**src/design/exec_pkg.sv**
```systemverilog
////////////////////////////////////////////////////////////
// Shared types and constants for the RV32 execute stage.
// Holds the word widths, control enums, micro-op and
// pipeline register structs. Design and testbench refer
// to these by scoped names.
////////////////////////////////////////////////////////////
`default_nettype none

package exec_pkg;

    // multiply/divide iteration count, one bit per step
    localparam int MULDIV_STEPS = 32;
    // one extra bit so an overrun would be visible
    localparam int MULDIV_CNT_W = $clog2(MULDIV_STEPS) + 1;
    // sequential pc increment
    localparam int PC_STEP = 4;

    typedef logic [31:0] word_t;
    typedef logic [63:0] dword_t;
    typedef logic [4:0]  reg_idx_t;
    typedef logic [11:0] imm12_t;
    typedef logic [12:0] imm13_t;
    typedef logic [20:0] imm21_t;
    typedef logic [MULDIV_CNT_W-1:0] muldiv_cnt_t;

    typedef enum logic [3:0] {
        ADD, SUB, AND, OR, XOR, SLL, SRL, SRA, SLT, SLTU
    } alu_op_t;

    typedef enum logic [1:0] {A_RS1, A_IMM_S, A_PC, A_ZERO} alu_a_sel_t;
    typedef enum logic [1:0] {B_RS1, B_RS2, B_IMM_I, B_IMM_U} alu_b_sel_t;

    // same encoding as funct3 of the branch opcode
    typedef enum logic [2:0] {
        BEQ = 3'd0, BNE = 3'd1, BLT = 3'd4, BGE = 3'd5, BLTU = 3'd6, BGEU = 3'd7
    } branch_t;

    typedef enum logic [1:0] {MUL, MULHU, DIVU, REMU} muldiv_op_t;
    typedef enum logic [1:0] {IDLE, BUSY, DONE} muldiv_state_t;

    // memory stage value and per-operand forward flags
    typedef struct packed {
        logic  fwd_rs1;
        logic  fwd_rs2;
        word_t rd_mem_data;
    } fwd_t;

    // decoded micro-op, operands already read
    typedef struct packed {
        logic       valid;
        logic       illegal;
        word_t      pc;
        word_t      rs1_data;
        word_t      rs2_data;
        imm12_t     imm_i;
        imm12_t     imm_s;
        imm13_t     imm_sb;
        imm21_t     imm_uj;
        // low 12 bits are zero
        word_t      imm_u;
        alu_op_t    alu_op;
        alu_a_sel_t alu_a_sel;
        alu_b_sel_t alu_b_sel;
        logic       branch;
        branch_t    branch_type;
        logic       jump;
        // 1 for jal, 0 for jalr
        logic       j_sel;
        logic       muldiv_sel;
        muldiv_op_t muldiv_op;
        reg_idx_t   rd;
        logic       reg_write;
        logic       dren;
        logic       dwen;
    } uop_t;

    typedef struct packed {
        logic     valid;
        logic     illegal;
        logic     reg_write;
        logic     dren;
        logic     dwen;
        logic     branch_taken;
        logic     jump;
        reg_idx_t rd;
        word_t    result;
        word_t    store_data;
        word_t    brj_addr;
        word_t    pc;
    } ex_mem_t;

endpackage

`default_nettype wire

```
**src/design/branch_jump_unit.sv**
```systemverilog
////////////////////////////////////////////////////////////
// Branch resolution and jump target. Gives branch_taken
// and the next fetch address: jump target, branch target
// or the sequential pc. Combinational.
////////////////////////////////////////////////////////////
`timescale 1ns/1ps
`default_nettype none

module branch_jump_unit (
    input  exec_pkg::uop_t  ex_in,
    input  exec_pkg::word_t rs1_val,
    input  exec_pkg::word_t rs2_val,
    output logic            branch_taken,
    output exec_pkg::word_t brj_addr
);

    exec_pkg::word_t imm_i_ext;
    exec_pkg::word_t imm_sb_ext;
    exec_pkg::word_t imm_uj_ext;
    exec_pkg::word_t jump_addr;
    logic            cond;

    assign imm_i_ext  = {{20{ex_in.imm_i[11]}}, ex_in.imm_i};
    assign imm_sb_ext = {{19{ex_in.imm_sb[12]}}, ex_in.imm_sb};
    assign imm_uj_ext = {{11{ex_in.imm_uj[20]}}, ex_in.imm_uj};

    always_comb begin
        case (ex_in.branch_type)
            exec_pkg::BEQ:  cond = (rs1_val == rs2_val);
            exec_pkg::BNE:  cond = (rs1_val != rs2_val);
            exec_pkg::BLT:  cond = ($signed(rs1_val) < $signed(rs2_val));
            exec_pkg::BGE:  cond = ($signed(rs1_val) >= $signed(rs2_val));
            exec_pkg::BLTU: cond = (rs1_val < rs2_val);
            exec_pkg::BGEU: cond = (rs1_val >= rs2_val);
            default:        cond = 1'b0;
        endcase
    end

    // compare result only counts for branch uops
    assign branch_taken = ex_in.branch && cond;

    // jal is pc relative, jalr is register relative
    assign jump_addr = ex_in.j_sel ? ex_in.pc + imm_uj_ext : rs1_val + imm_i_ext;

    assign brj_addr = ex_in.jump     ? jump_addr :
                      branch_taken   ? ex_in.pc + imm_sb_ext :
                      ex_in.pc + exec_pkg::word_t'(exec_pkg::PC_STEP);

endmodule

`default_nettype wire

```
**src/design/ex_mem_register.sv**
```systemverilog
////////////////////////////////////////////////////////////
// Execute/memory pipeline register. Selects the result,
// holds on stall, clears on flush and squashes control
// bits of an illegal uop. advance tells the muldiv
// sequencer that a new value is taken at the next edge.
////////////////////////////////////////////////////////////
`timescale 1ns/1ps
`default_nettype none

module ex_mem_register (
    input  logic              CLK,
    input  logic              nRST,
    input  exec_pkg::uop_t    ex_in,
    input  exec_pkg::word_t   rs2_val,
    input  exec_pkg::word_t   alu_out,
    input  exec_pkg::word_t   muldiv_out,
    input  logic              branch_taken,
    input  exec_pkg::word_t   brj_addr,
    input  logic              stall,
    input  logic              flush,
    output exec_pkg::ex_mem_t ex_mem,
    output logic              advance
);

    exec_pkg::word_t result;

    assign result  = ex_in.muldiv_sel ? muldiv_out : alu_out;
    assign advance = !stall && !flush;

    always_ff @(posedge CLK, negedge nRST) begin
        if (!nRST) begin
            ex_mem <= '0;
        end else if (!stall) begin
            // stall beats flush
            if (flush) begin
                ex_mem <= '0;
            end else begin
                ex_mem.valid        <= ex_in.valid;
                ex_mem.illegal      <= ex_in.illegal;
                // side effects squashed on illegal
                ex_mem.reg_write    <= ex_in.reg_write && !ex_in.illegal;
                ex_mem.dren         <= ex_in.dren && !ex_in.illegal;
                ex_mem.dwen         <= ex_in.dwen && !ex_in.illegal;
                ex_mem.branch_taken <= branch_taken && !ex_in.illegal;
                ex_mem.jump         <= ex_in.jump && !ex_in.illegal;
                ex_mem.rd           <= ex_in.rd;
                ex_mem.result       <= result;
                ex_mem.store_data   <= rs2_val;
                ex_mem.brj_addr     <= brj_addr;
                ex_mem.pc           <= ex_in.pc;
            end
        end
    end

    a_flush_clears: assert property (@(posedge CLK) disable iff (!nRST)
        (flush && !stall) |=> !ex_mem.valid);

endmodule

`default_nettype wire

```
**src/design/execute_stage.sv**
```systemverilog
////////////////////////////////////////////////////////////
// Execute stage top level. Takes one micro-op per cycle,
// computes ALU, branch and multiply/divide results and
// registers them for the memory stage. ex_busy goes to
// the hazard unit, which answers with stall and flush.
////////////////////////////////////////////////////////////
`timescale 1ns/1ps
`default_nettype none

module execute_stage (
    input  logic             CLK,
    input  logic             nRST,
    input  exec_pkg::uop_t   ex_in,
    input  exec_pkg::fwd_t   fwd,
    input  logic             ex_mem_stall,
    input  logic             ex_mem_flush,
    output exec_pkg::ex_mem_t ex_mem,
    output logic             ex_busy
);

    // operands after forwarding
    exec_pkg::word_t rs1_val;
    exec_pkg::word_t rs2_val;
    exec_pkg::word_t alu_out;
    exec_pkg::word_t brj_addr;
    exec_pkg::word_t muldiv_out;
    logic            branch_taken;
    // muldiv control
    logic            md_load;
    logic            md_step;
    logic            last_step;
    logic            advance;

    operand_alu u_operand_alu (.ex_in, .fwd, .rs1_val, .rs2_val, .alu_out);

    branch_jump_unit u_branch_jump (.ex_in, .rs1_val, .rs2_val, .branch_taken, .brj_addr);

    muldiv_fsm u_muldiv_fsm (
        .CLK, .nRST,
        .start(ex_in.muldiv_sel), .last_step, .advance,
        .load(md_load), .step(md_step), .busy(ex_busy)
    );

    // counter restarts with each new operation
    muldiv_counter u_muldiv_counter (.CLK, .nRST, .clear(md_load), .step(md_step), .last_step);

    muldiv_datapath u_muldiv_datapath (
        .CLK, .nRST, .load(md_load), .step(md_step),
        .op(ex_in.muldiv_op), .a(rs1_val), .b(rs2_val), .muldiv_out
    );

    ex_mem_register u_ex_mem_register (
        .CLK, .nRST, .ex_in, .rs2_val, .alu_out, .muldiv_out,
        .branch_taken, .brj_addr,
        .stall(ex_mem_stall), .flush(ex_mem_flush),
        .ex_mem, .advance
    );

endmodule

`default_nettype wire

```
**src/design/muldiv_counter.sv**
```systemverilog
////////////////////////////////////////////////////////////
// Step counter for the multiply/divide unit. Counts from
// zero while step is high and flags the final step.
////////////////////////////////////////////////////////////
`timescale 1ns/1ps
`default_nettype none

module muldiv_counter (
    input  logic CLK,
    input  logic nRST,
    input  logic clear,
    input  logic step,
    output logic last_step
);

    exec_pkg::muldiv_cnt_t count;

    // step number MULDIV_STEPS is count value MULDIV_STEPS-1
    assign last_step = step &&
        (count == exec_pkg::muldiv_cnt_t'(exec_pkg::MULDIV_STEPS - 1));

    always_ff @(posedge CLK, negedge nRST) begin
        if (!nRST) begin
            count <= '0;
        end else if (clear || last_step) begin
            count <= '0;
        end else if (step) begin
            count <= count + 1'b1;
        end
    end

    // a new operation always finds the count at zero
    a_count_range: assert property (@(posedge CLK) disable iff (!nRST)
        clear |-> (count == '0));

endmodule

`default_nettype wire

```
**src/design/muldiv_datapath.sv**
```systemverilog
////////////////////////////////////////////////////////////
// Unsigned multiply/divide datapath. One 64-bit register
// serves as product for a shift-add multiply, and as
// remainder:quotient for a restoring divide. Steered by
// load and step from the sequencer.
////////////////////////////////////////////////////////////
`timescale 1ns/1ps
`default_nettype none

module muldiv_datapath (
    input  logic                 CLK,
    input  logic                 nRST,
    input  logic                 load,
    input  logic                 step,
    input  exec_pkg::muldiv_op_t op,
    input  exec_pkg::word_t      a,
    input  exec_pkg::word_t      b,
    output exec_pkg::word_t      muldiv_out
);

    exec_pkg::muldiv_op_t op_q;
    exec_pkg::word_t      b_q;
    // upper half product high or remainder, lower half multiplier or quotient
    exec_pkg::dword_t     acc;
    logic                 is_div;
    // multiply partial sum with carry
    logic [32:0]          sum;
    // remainder shifted left with next dividend bit
    logic [32:0]          shifted;

    assign is_div  = (op_q == exec_pkg::DIVU) || (op_q == exec_pkg::REMU);
    assign sum     = {1'b0, acc[63:32]} + (acc[0] ? {1'b0, b_q} : 33'd0);
    assign shifted = {acc[63:32], acc[31]};

    always_ff @(posedge CLK, negedge nRST) begin
        if (!nRST) begin
            op_q <= exec_pkg::MUL;
        end else if (load) begin
            op_q <= op;
        end
    end

    always_ff @(posedge CLK) begin
        if (load) begin
            b_q <= b;
            acc <= {32'b0, a};
        end else if (step) begin
            if (!is_div) begin
                // add multiplicand on low bit, shift right
                acc <= {sum, acc[31:1]};
            end else if (shifted >= {1'b0, b_q}) begin
                // difference fits, quotient bit 1
                acc <= {shifted[31:0] - b_q, acc[30:0], 1'b1};
            end else begin
                acc <= {shifted[31:0], acc[30:0], 1'b0};
            end
        end
    end

    // zero divisor leaves all ones and the dividend as remainder
    always_comb begin
        case (op_q)
            exec_pkg::MUL:   muldiv_out = acc[31:0];
            exec_pkg::MULHU: muldiv_out = acc[63:32];
            exec_pkg::DIVU:  muldiv_out = acc[31:0];
            default:         muldiv_out = acc[63:32];
        endcase
    end

endmodule

`default_nettype wire

```
**src/design/muldiv_fsm.sv**
```systemverilog
////////////////////////////////////////////////////////////
// Sequencer for the multiply/divide unit. Loads operands
// on start, steps the datapath until the counter reports
// the last step, then holds the result until the pipeline
// register advances. busy feeds the hazard unit.
////////////////////////////////////////////////////////////
`timescale 1ns/1ps
`default_nettype none

module muldiv_fsm (
    input  logic CLK,
    input  logic nRST,
    input  logic start,
    input  logic last_step,
    input  logic advance,
    output logic load,
    output logic step,
    output logic busy
);

    exec_pkg::muldiv_state_t state, next_state;

    always_ff @(posedge CLK, negedge nRST) begin
        if (!nRST) begin
            state <= exec_pkg::IDLE;
        end else begin
            state <= next_state;
        end
    end

    always_comb begin
        next_state = state;
        case (state)
            exec_pkg::IDLE: if (start) next_state = exec_pkg::BUSY;
            exec_pkg::BUSY: if (last_step) next_state = exec_pkg::DONE;
            // result waits here until the register takes it
            exec_pkg::DONE: if (advance) next_state = exec_pkg::IDLE;
            default:        next_state = exec_pkg::IDLE;
        endcase
    end

    assign load = (state == exec_pkg::IDLE) && start;
    assign step = (state == exec_pkg::BUSY);
    // high from the cycle of presentation until entry to DONE
    assign busy = start && (state != exec_pkg::DONE);

    // uop stays presented while the datapath steps
    a_busy_while_stepping: assert property (@(posedge CLK) disable iff (!nRST)
        (state == exec_pkg::BUSY) |-> busy);

    // counter and FSM stay in lockstep
    a_last_to_done: assert property (@(posedge CLK) disable iff (!nRST)
        (state == exec_pkg::BUSY && last_step) |->
            $past(state == exec_pkg::BUSY, exec_pkg::MULDIV_STEPS - 1));

endmodule

`default_nettype wire

```
**src/design/operand_alu.sv**
```systemverilog
////////////////////////////////////////////////////////////
// Operand path and ALU. Applies memory-stage forwarding,
// sign-extends the I and S immediates, picks ALU ports
// by the select fields and computes the result.
// Purely combinational.
////////////////////////////////////////////////////////////
`timescale 1ns/1ps
`default_nettype none

module operand_alu (
    input  exec_pkg::uop_t  ex_in,
    input  exec_pkg::fwd_t  fwd,
    output exec_pkg::word_t rs1_val,
    output exec_pkg::word_t rs2_val,
    output exec_pkg::word_t alu_out
);

    exec_pkg::word_t imm_i_ext;
    exec_pkg::word_t imm_s_ext;
    exec_pkg::word_t port_a;
    exec_pkg::word_t port_b;
    logic [4:0]      shamt;

    // memory stage result wins over register read
    assign rs1_val = fwd.fwd_rs1 ? fwd.rd_mem_data : ex_in.rs1_data;
    assign rs2_val = fwd.fwd_rs2 ? fwd.rd_mem_data : ex_in.rs2_data;

    assign imm_i_ext = {{20{ex_in.imm_i[11]}}, ex_in.imm_i};
    assign imm_s_ext = {{20{ex_in.imm_s[11]}}, ex_in.imm_s};

    always_comb begin
        case (ex_in.alu_a_sel)
            exec_pkg::A_RS1:   port_a = rs1_val;
            // store address base
            exec_pkg::A_IMM_S: port_a = imm_s_ext;
            // auipc
            exec_pkg::A_PC:    port_a = ex_in.pc;
            default:           port_a = '0;
        endcase
    end

    always_comb begin
        case (ex_in.alu_b_sel)
            exec_pkg::B_RS1:   port_b = rs1_val;
            exec_pkg::B_RS2:   port_b = rs2_val;
            // also carries shamt in its low bits
            exec_pkg::B_IMM_I: port_b = imm_i_ext;
            default:           port_b = ex_in.imm_u;
        endcase
    end

    assign shamt = port_b[4:0];

    always_comb begin
        case (ex_in.alu_op)
            exec_pkg::ADD:  alu_out = port_a + port_b;
            exec_pkg::SUB:  alu_out = port_a - port_b;
            exec_pkg::AND:  alu_out = port_a & port_b;
            exec_pkg::OR:   alu_out = port_a | port_b;
            exec_pkg::XOR:  alu_out = port_a ^ port_b;
            exec_pkg::SLL:  alu_out = port_a << shamt;
            exec_pkg::SRL:  alu_out = port_a >> shamt;
            exec_pkg::SRA:  alu_out = $signed(port_a) >>> shamt;
            exec_pkg::SLT:  alu_out = {31'b0, $signed(port_a) < $signed(port_b)};
            exec_pkg::SLTU: alu_out = {31'b0, port_a < port_b};
            default:        alu_out = '0;
        endcase
    end

endmodule

`default_nettype wire

```
**config.mk**
```make
export PLATFORM = sky130hd
export DESIGN_NAME = execute_stage
export DESIGN_NICKNAME = d
export VERILOG_FILES = /design/src/design/exec_pkg.sv /design/src/design/branch_jump_unit.sv /design/src/design/ex_mem_register.sv /design/src/design/execute_stage.sv /design/src/design/muldiv_counter.sv /design/src/design/muldiv_datapath.sv /design/src/design/muldiv_fsm.sv /design/src/design/operand_alu.sv
export SDC_FILE = /design/constraint.sdc
export NUM_CORES = 2
export LEC_CHECK = 0
export BUFFER_PORTS_ARGS = -buffer_cell sky130_fd_sc_hd__buf_2
export CORE_ASPECT_RATIO = 2
export CORE_UTILIZATION = 35
export DETAILED_ROUTE_END_ITERATION = 8
export SYNTH_ARGS = -nofsm -noshare
export SYNTH_HDL_FRONTEND = slang
export SYNTH_SLANG_ARGS = --single-unit
```
**constraint.sdc**
```tcl
create_clock -name CLK -period 8 [get_ports CLK]
set_input_delay 0.8 -clock CLK [delete_from_list [all_inputs] [get_ports CLK]]
set_output_delay 0.8 -clock CLK [all_outputs]
set_load 0.03 [all_outputs]
```
==> impl_metrics.xml <==
<?xml version="1.0" encoding="UTF-8"?>
<metrics>
  <group name="global_route">
    <metric name="first_global_vias" unit="">34100</metric>
    <metric name="grt_antenna_before_repair" unit="">19</metric>
    <metric name="global_route.usage.total" unit="%">34.0</metric>
    <metric name="grt_pass1_wl" unit="µm">224000</metric>
    <metric name="global_route.overflow_total" unit="">0</metric>
    <metric name="grt_max_degree" unit="">157</metric>
  </group>
  <group name="sta">
    <metric name="setup_tns" unit="ns">0</metric>
    <metric name="grt_setup_unrepaired" unit="">no</metric>
    <metric name="fmaxAchievable" unit="GHz">0.151</metric>
    <metric name="maxSlewHeadroom" unit="%">1.65</metric>
    <metric name="fin_worst_skew" unit="ns">0.0728</metric>
    <metric name="final_min_period" unit="ns">6.64</metric>
    <metric name="timing.final.crit_share" unit="%">83.0</metric>
    <metric name="slew_violations" unit="">0</metric>
    <metric name="finalHoldViolCount" unit="">0</metric>
    <metric name="setup_violations" unit="">0</metric>
    <metric name="worst_slew_pin_slew" unit="ns">1.43</metric>
  </group>
  <group name="yosys">
    <metric name="syn_nets" unit="">4646</metric>
    <metric name="synth_enable_flop_cells" unit="">64</metric>
    <metric name="yosys.area.top_type" unit="">dfrtp_1</metric>
    <metric name="synth-seq-area-share" unit="%">20.3</metric>
    <metric name="ys.flop_type" unit="">dfrtp_1</metric>
    <metric name="synth_top_area_share" unit="%">12.1</metric>
    <metric name="synth.yosys.warnings" unit="">0</metric>
    <metric name="post_synth_instance_area" unit="µm²">31100</metric>
    <metric name="synth_top_cells_by_area" unit="">dfrtp_1, ha_1, mux2i_1</metric>
    <metric name="synthesis.area_per_instance" unit="µm²">7.58</metric>
    <metric name="syn-instance-count" unit="">4100</metric>
    <metric name="asyncSetResetFlopFracSynth" unit="%">61.0</metric>
    <metric name="postSynthRegisterBits" unit="">246</metric>
    <metric name="synth.distinct_cells" unit="">103</metric>
  </group>
  <group name="clock_tree">
    <metric name="number_of_clock_buffers_inserted_by_tritoncts" unit="">28</metric>
    <metric name="cts.htree.levels" unit="">1</metric>
    <metric name="numClockSinks" unit="">246</metric>
    <metric name="clock_latency" unit="ns">0.66</metric>
    <metric name="cts.path.max_buffers" unit="">3</metric>
    <metric name="tritoncts" unit="">built</metric>
    <metric name="cts-hold-fix-buffers" unit="">0</metric>
    <metric name="postCtsResizedCells" unit="">0</metric>
    <metric name="post-cts-setup-buffer-count" unit="">0</metric>
    <metric name="ctsRootBufferMaster" unit="">clkbuf_16</metric>
    <metric name="clk_pin_slew" unit="ns">0.06</metric>
  </group>
  <group name="final_layout">
    <metric name="design_area" unit="µm²">35200</metric>
    <metric name="layout.cells.non_filler" unit="">5572</metric>
    <metric name="fill_cells" unit="">9320</metric>
    <metric name="layout_common_cells" unit="">nand2_1, buf_2, o21ai_0</metric>
    <metric name="utilization" unit="%">40.0</metric>
    <metric name="num-nets-final" unit="">4916</metric>
    <metric name="final_common_cell" unit="">nand2_1</metric>
    <metric name="drive_above_1_share" unit="%">15.3</metric>
    <metric name="syn_to_layout_area_delta" unit="%">13.3</metric>
  </group>
  <group name="setup_path">
    <metric name="critical_path_source_type" unit="">input pin</metric>
    <metric name="timing_worst_setup_path_type" unit="">input pin to flip-flop</metric>
    <metric name="critical_path_arrival" unit="ns">7.12</metric>
    <metric name="required" unit="ns">8.48</metric>
    <metric name="cpLargestDelayFamily" unit="">compound AO/OA/AOI/OAI gates</metric>
    <metric name="timing.critical_path.buf_inv" unit="">1</metric>
    <metric name="slowest_library_cell_on_the_worst_path" unit="">a211oi_1</metric>
    <metric name="crit_path_end_kind" unit="">flip-flop</metric>
    <metric name="cp_cell_sequence" unit="">buf_2 -&gt; nor2b_1 -&gt; nand2_1 -&gt; o21ai_1 -&gt; ha_1 -&gt; or3b_2 -&gt; a311oi_1 -&gt; a21oi_1 -&gt; a211oi_1 -&gt; o221ai_1 -&gt; a41oi_1 -&gt; a21o_1 -&gt; o21ai_0 -&gt; mux2_2 -&gt; a221oi_1 -&gt; nor2_1</metric>
    <metric name="crit_path_max_incr_delay" unit="ns">0.77</metric>
    <metric name="critical_path_peak_fanout" unit="">31</metric>
  </group>
  <group name="route">
    <metric name="route.antenna.remaining_nets" unit="">0</metric>
    <metric name="drc" unit="">0</metric>
    <metric name="num_vias" unit="">34100</metric>
    <metric name="first_pass_iters" unit="">7</metric>
    <metric name="routed_via_density" unit="">6.11</metric>
    <metric name="drt_iter0_markers" unit="">2591</metric>
    <metric name="detail_route.wl_per_cell" unit="µm">28.1</metric>
    <metric name="drt-total-wl" unit="µm">157000</metric>
  </group>
  <group name="die">
    <metric name="floorplan.die_area" unit="µm²">90100</metric>
    <metric name="pin_count" unit="">392</metric>
    <metric name="fp.dieW" unit="µm">213</metric>
    <metric name="placement_rows" unit="">154</metric>
    <metric name="initial_core_utilization" unit="%">35.3</metric>
    <metric name="core_area" unit="µm²">88100</metric>
    <metric name="chipHeight" unit="µm">423</metric>
  </group>
  <group name="pwr">
    <metric name="leakage" unit="nW">15.9</metric>
    <metric name="peakVddDrop" unit="mV">0.291</metric>
    <metric name="cellPowerDensity" unit="nW/µm²">258</metric>
  </group>
  <group name="flow_run">
    <metric name="cap_viol_max_count" unit="">0</metric>
  </group>
  <group name="placed_design">
    <metric name="dpl.cell_count" unit="">5510</metric>
    <metric name="port-buffer-count" unit="">391</metric>
    <metric name="post_place_instance_area" unit="µm²">34300</metric>
    <metric name="detailed_place_hpwl" unit="µm">125000</metric>
    <metric name="finalWeightedCongestion" unit="">1.06</metric>
  </group>
  <group name="min_path">
    <metric name="worstHoldPathType" unit="">input pin to asynchronous set/reset pin</metric>
  </group>
  <group name="status">
    <metric name="status" unit="">completed</metric>
  </group>
</metrics>
layout make-up:
| class | count | area, µm² | share of cell area (%) |
|---|---|---|---|
| antenna | 10 | 25.0 | 0.0711 |
| sequential | 246 | 6320 | 17.9 |
| inverter | 207 | 783 | 2.22 |
| tap | 1170 | 1460 | 4.16 |
| clock inverter | 15 | 151 | 0.430 |
| timing repair buffer | 480 | 2650 | 7.53 |
| clock buffer | 37 | 764 | 2.17 |
| multi-input combinational | 3407 | 23000 | 65.5 |
metrics by stage:
stage	setup slack (ns)	power, mW	hold WS, ns
floorplan	2.34	5.79	0.476
global placement	0.918	7.55	0.453
detailed placement	0.816	7.58	0.458
CTS	1.44	8.97	0.0980
global route	0.935	9.59	0.145
finish	1.36	9.10	0.0772
path summary, 6_finish.rpt:
kind,start,to,slack [ns],cells past startpoint
min reg2reg,u_ex_mem_register.ex_mem[51]$_DFFE_PN0N_,u_ex_mem_register.ex_mem[51]$_DFFE_PN0N_,0.48,2
min,nRST,u_ex_mem_register.ex_mem[2]$_DFFE_PN0N_,0.08,1
min in group CLK,ex_in[4],u_ex_mem_register.ex_mem[129]$_DFFE_PN0N_,0.39,3
max reg2reg,u_muldiv_datapath.acc[0]$_DFFE_PP_,u_muldiv_datapath.acc[57]$_SDFFE_PP0P_,3.10,16
max in group asynchronous,nRST,u_muldiv_datapath.op_q[0]$_DFFE_PN0P_,6.53,2
max,ex_in[19],u_ex_mem_register.ex_mem[127]$_DFFE_PN0N_,1.36,16
sequential cells by signal, indices dropped and copies added (netlist names):
name / flops
u_muldiv_datapath.b_q: 32
u_ex_mem_register.ex_mem: 140
u_muldiv_fsm.state: 2
u_muldiv_counter.count: 6
u_muldiv_datapath.acc: 64
u_muldiv_datapath.op_q: 2
logic make-up (layout without fill, tap and decap cells):
| family | after synthesis | after routing | share of synthesized area (%) |
|---|---|---|---|
| adder cells (fa/ha/maj) | 295 | 295 | 12.0 |
| AO/OA/AOI/OAI | 1391 | 1391 | 28.9 |
| XOR/XNOR | 166 | 166 | 4.68 |
| buffers and inverters | 447 | 739 | 5.76 |
| multiplexers | 308 | 308 | 10.4 |
| AND/OR/NAND/NOR | 1247 | 1247 | 17.9 |
| flip-flops | 246 | 246 | 20.3 |
| other | 0 | 10 | 0 |
Yosys cell counts (29+ instances only):
library cell and count:
nand2b_1 64, xor2_1 67, inv_1 205, a21o_1 81
edfxtp_1 64, nand2_1 499, xnor2_1 99, ha_1 288
and2_1 45, nor2_1 334, o211ai_1 74, mux2i_1 240
a31oi_1 33, o21ai_0 381, o31ai_1 36, nand3_1 89
dfxtp_1 32, o22ai_1 30, o21ai_1 34, mux2_2 59
dfrtp_1 150, nor3_1 64, clkbuf_1 183, a21oi_1 325
nor2b_1 38, a221oi_1 29, a211oi_1 91
report_power, final:
group	switching (mW)	total [mW]	internal [mW]	leakage (nW)
Clock	0.656	1.37	0.713	0.426
Combinational	3.61	5.67	2.06	12.6
Sequential	0.386	2.06	1.68	2.86
Total	4.65	9.10	4.45	15.9
layer usage:
metal / track usage, % / share of wire, % / up-vias
li1: - / - / 15500
met1: 32.8 / 33 / 16200
met2: 58.8 / 48 / 1619
met3: 6.36 / 6.9 / 658
met4: 34.2 / 12 / 22
met5: 0 / 0.096 / -
Power figures use the tool's default switching activity.
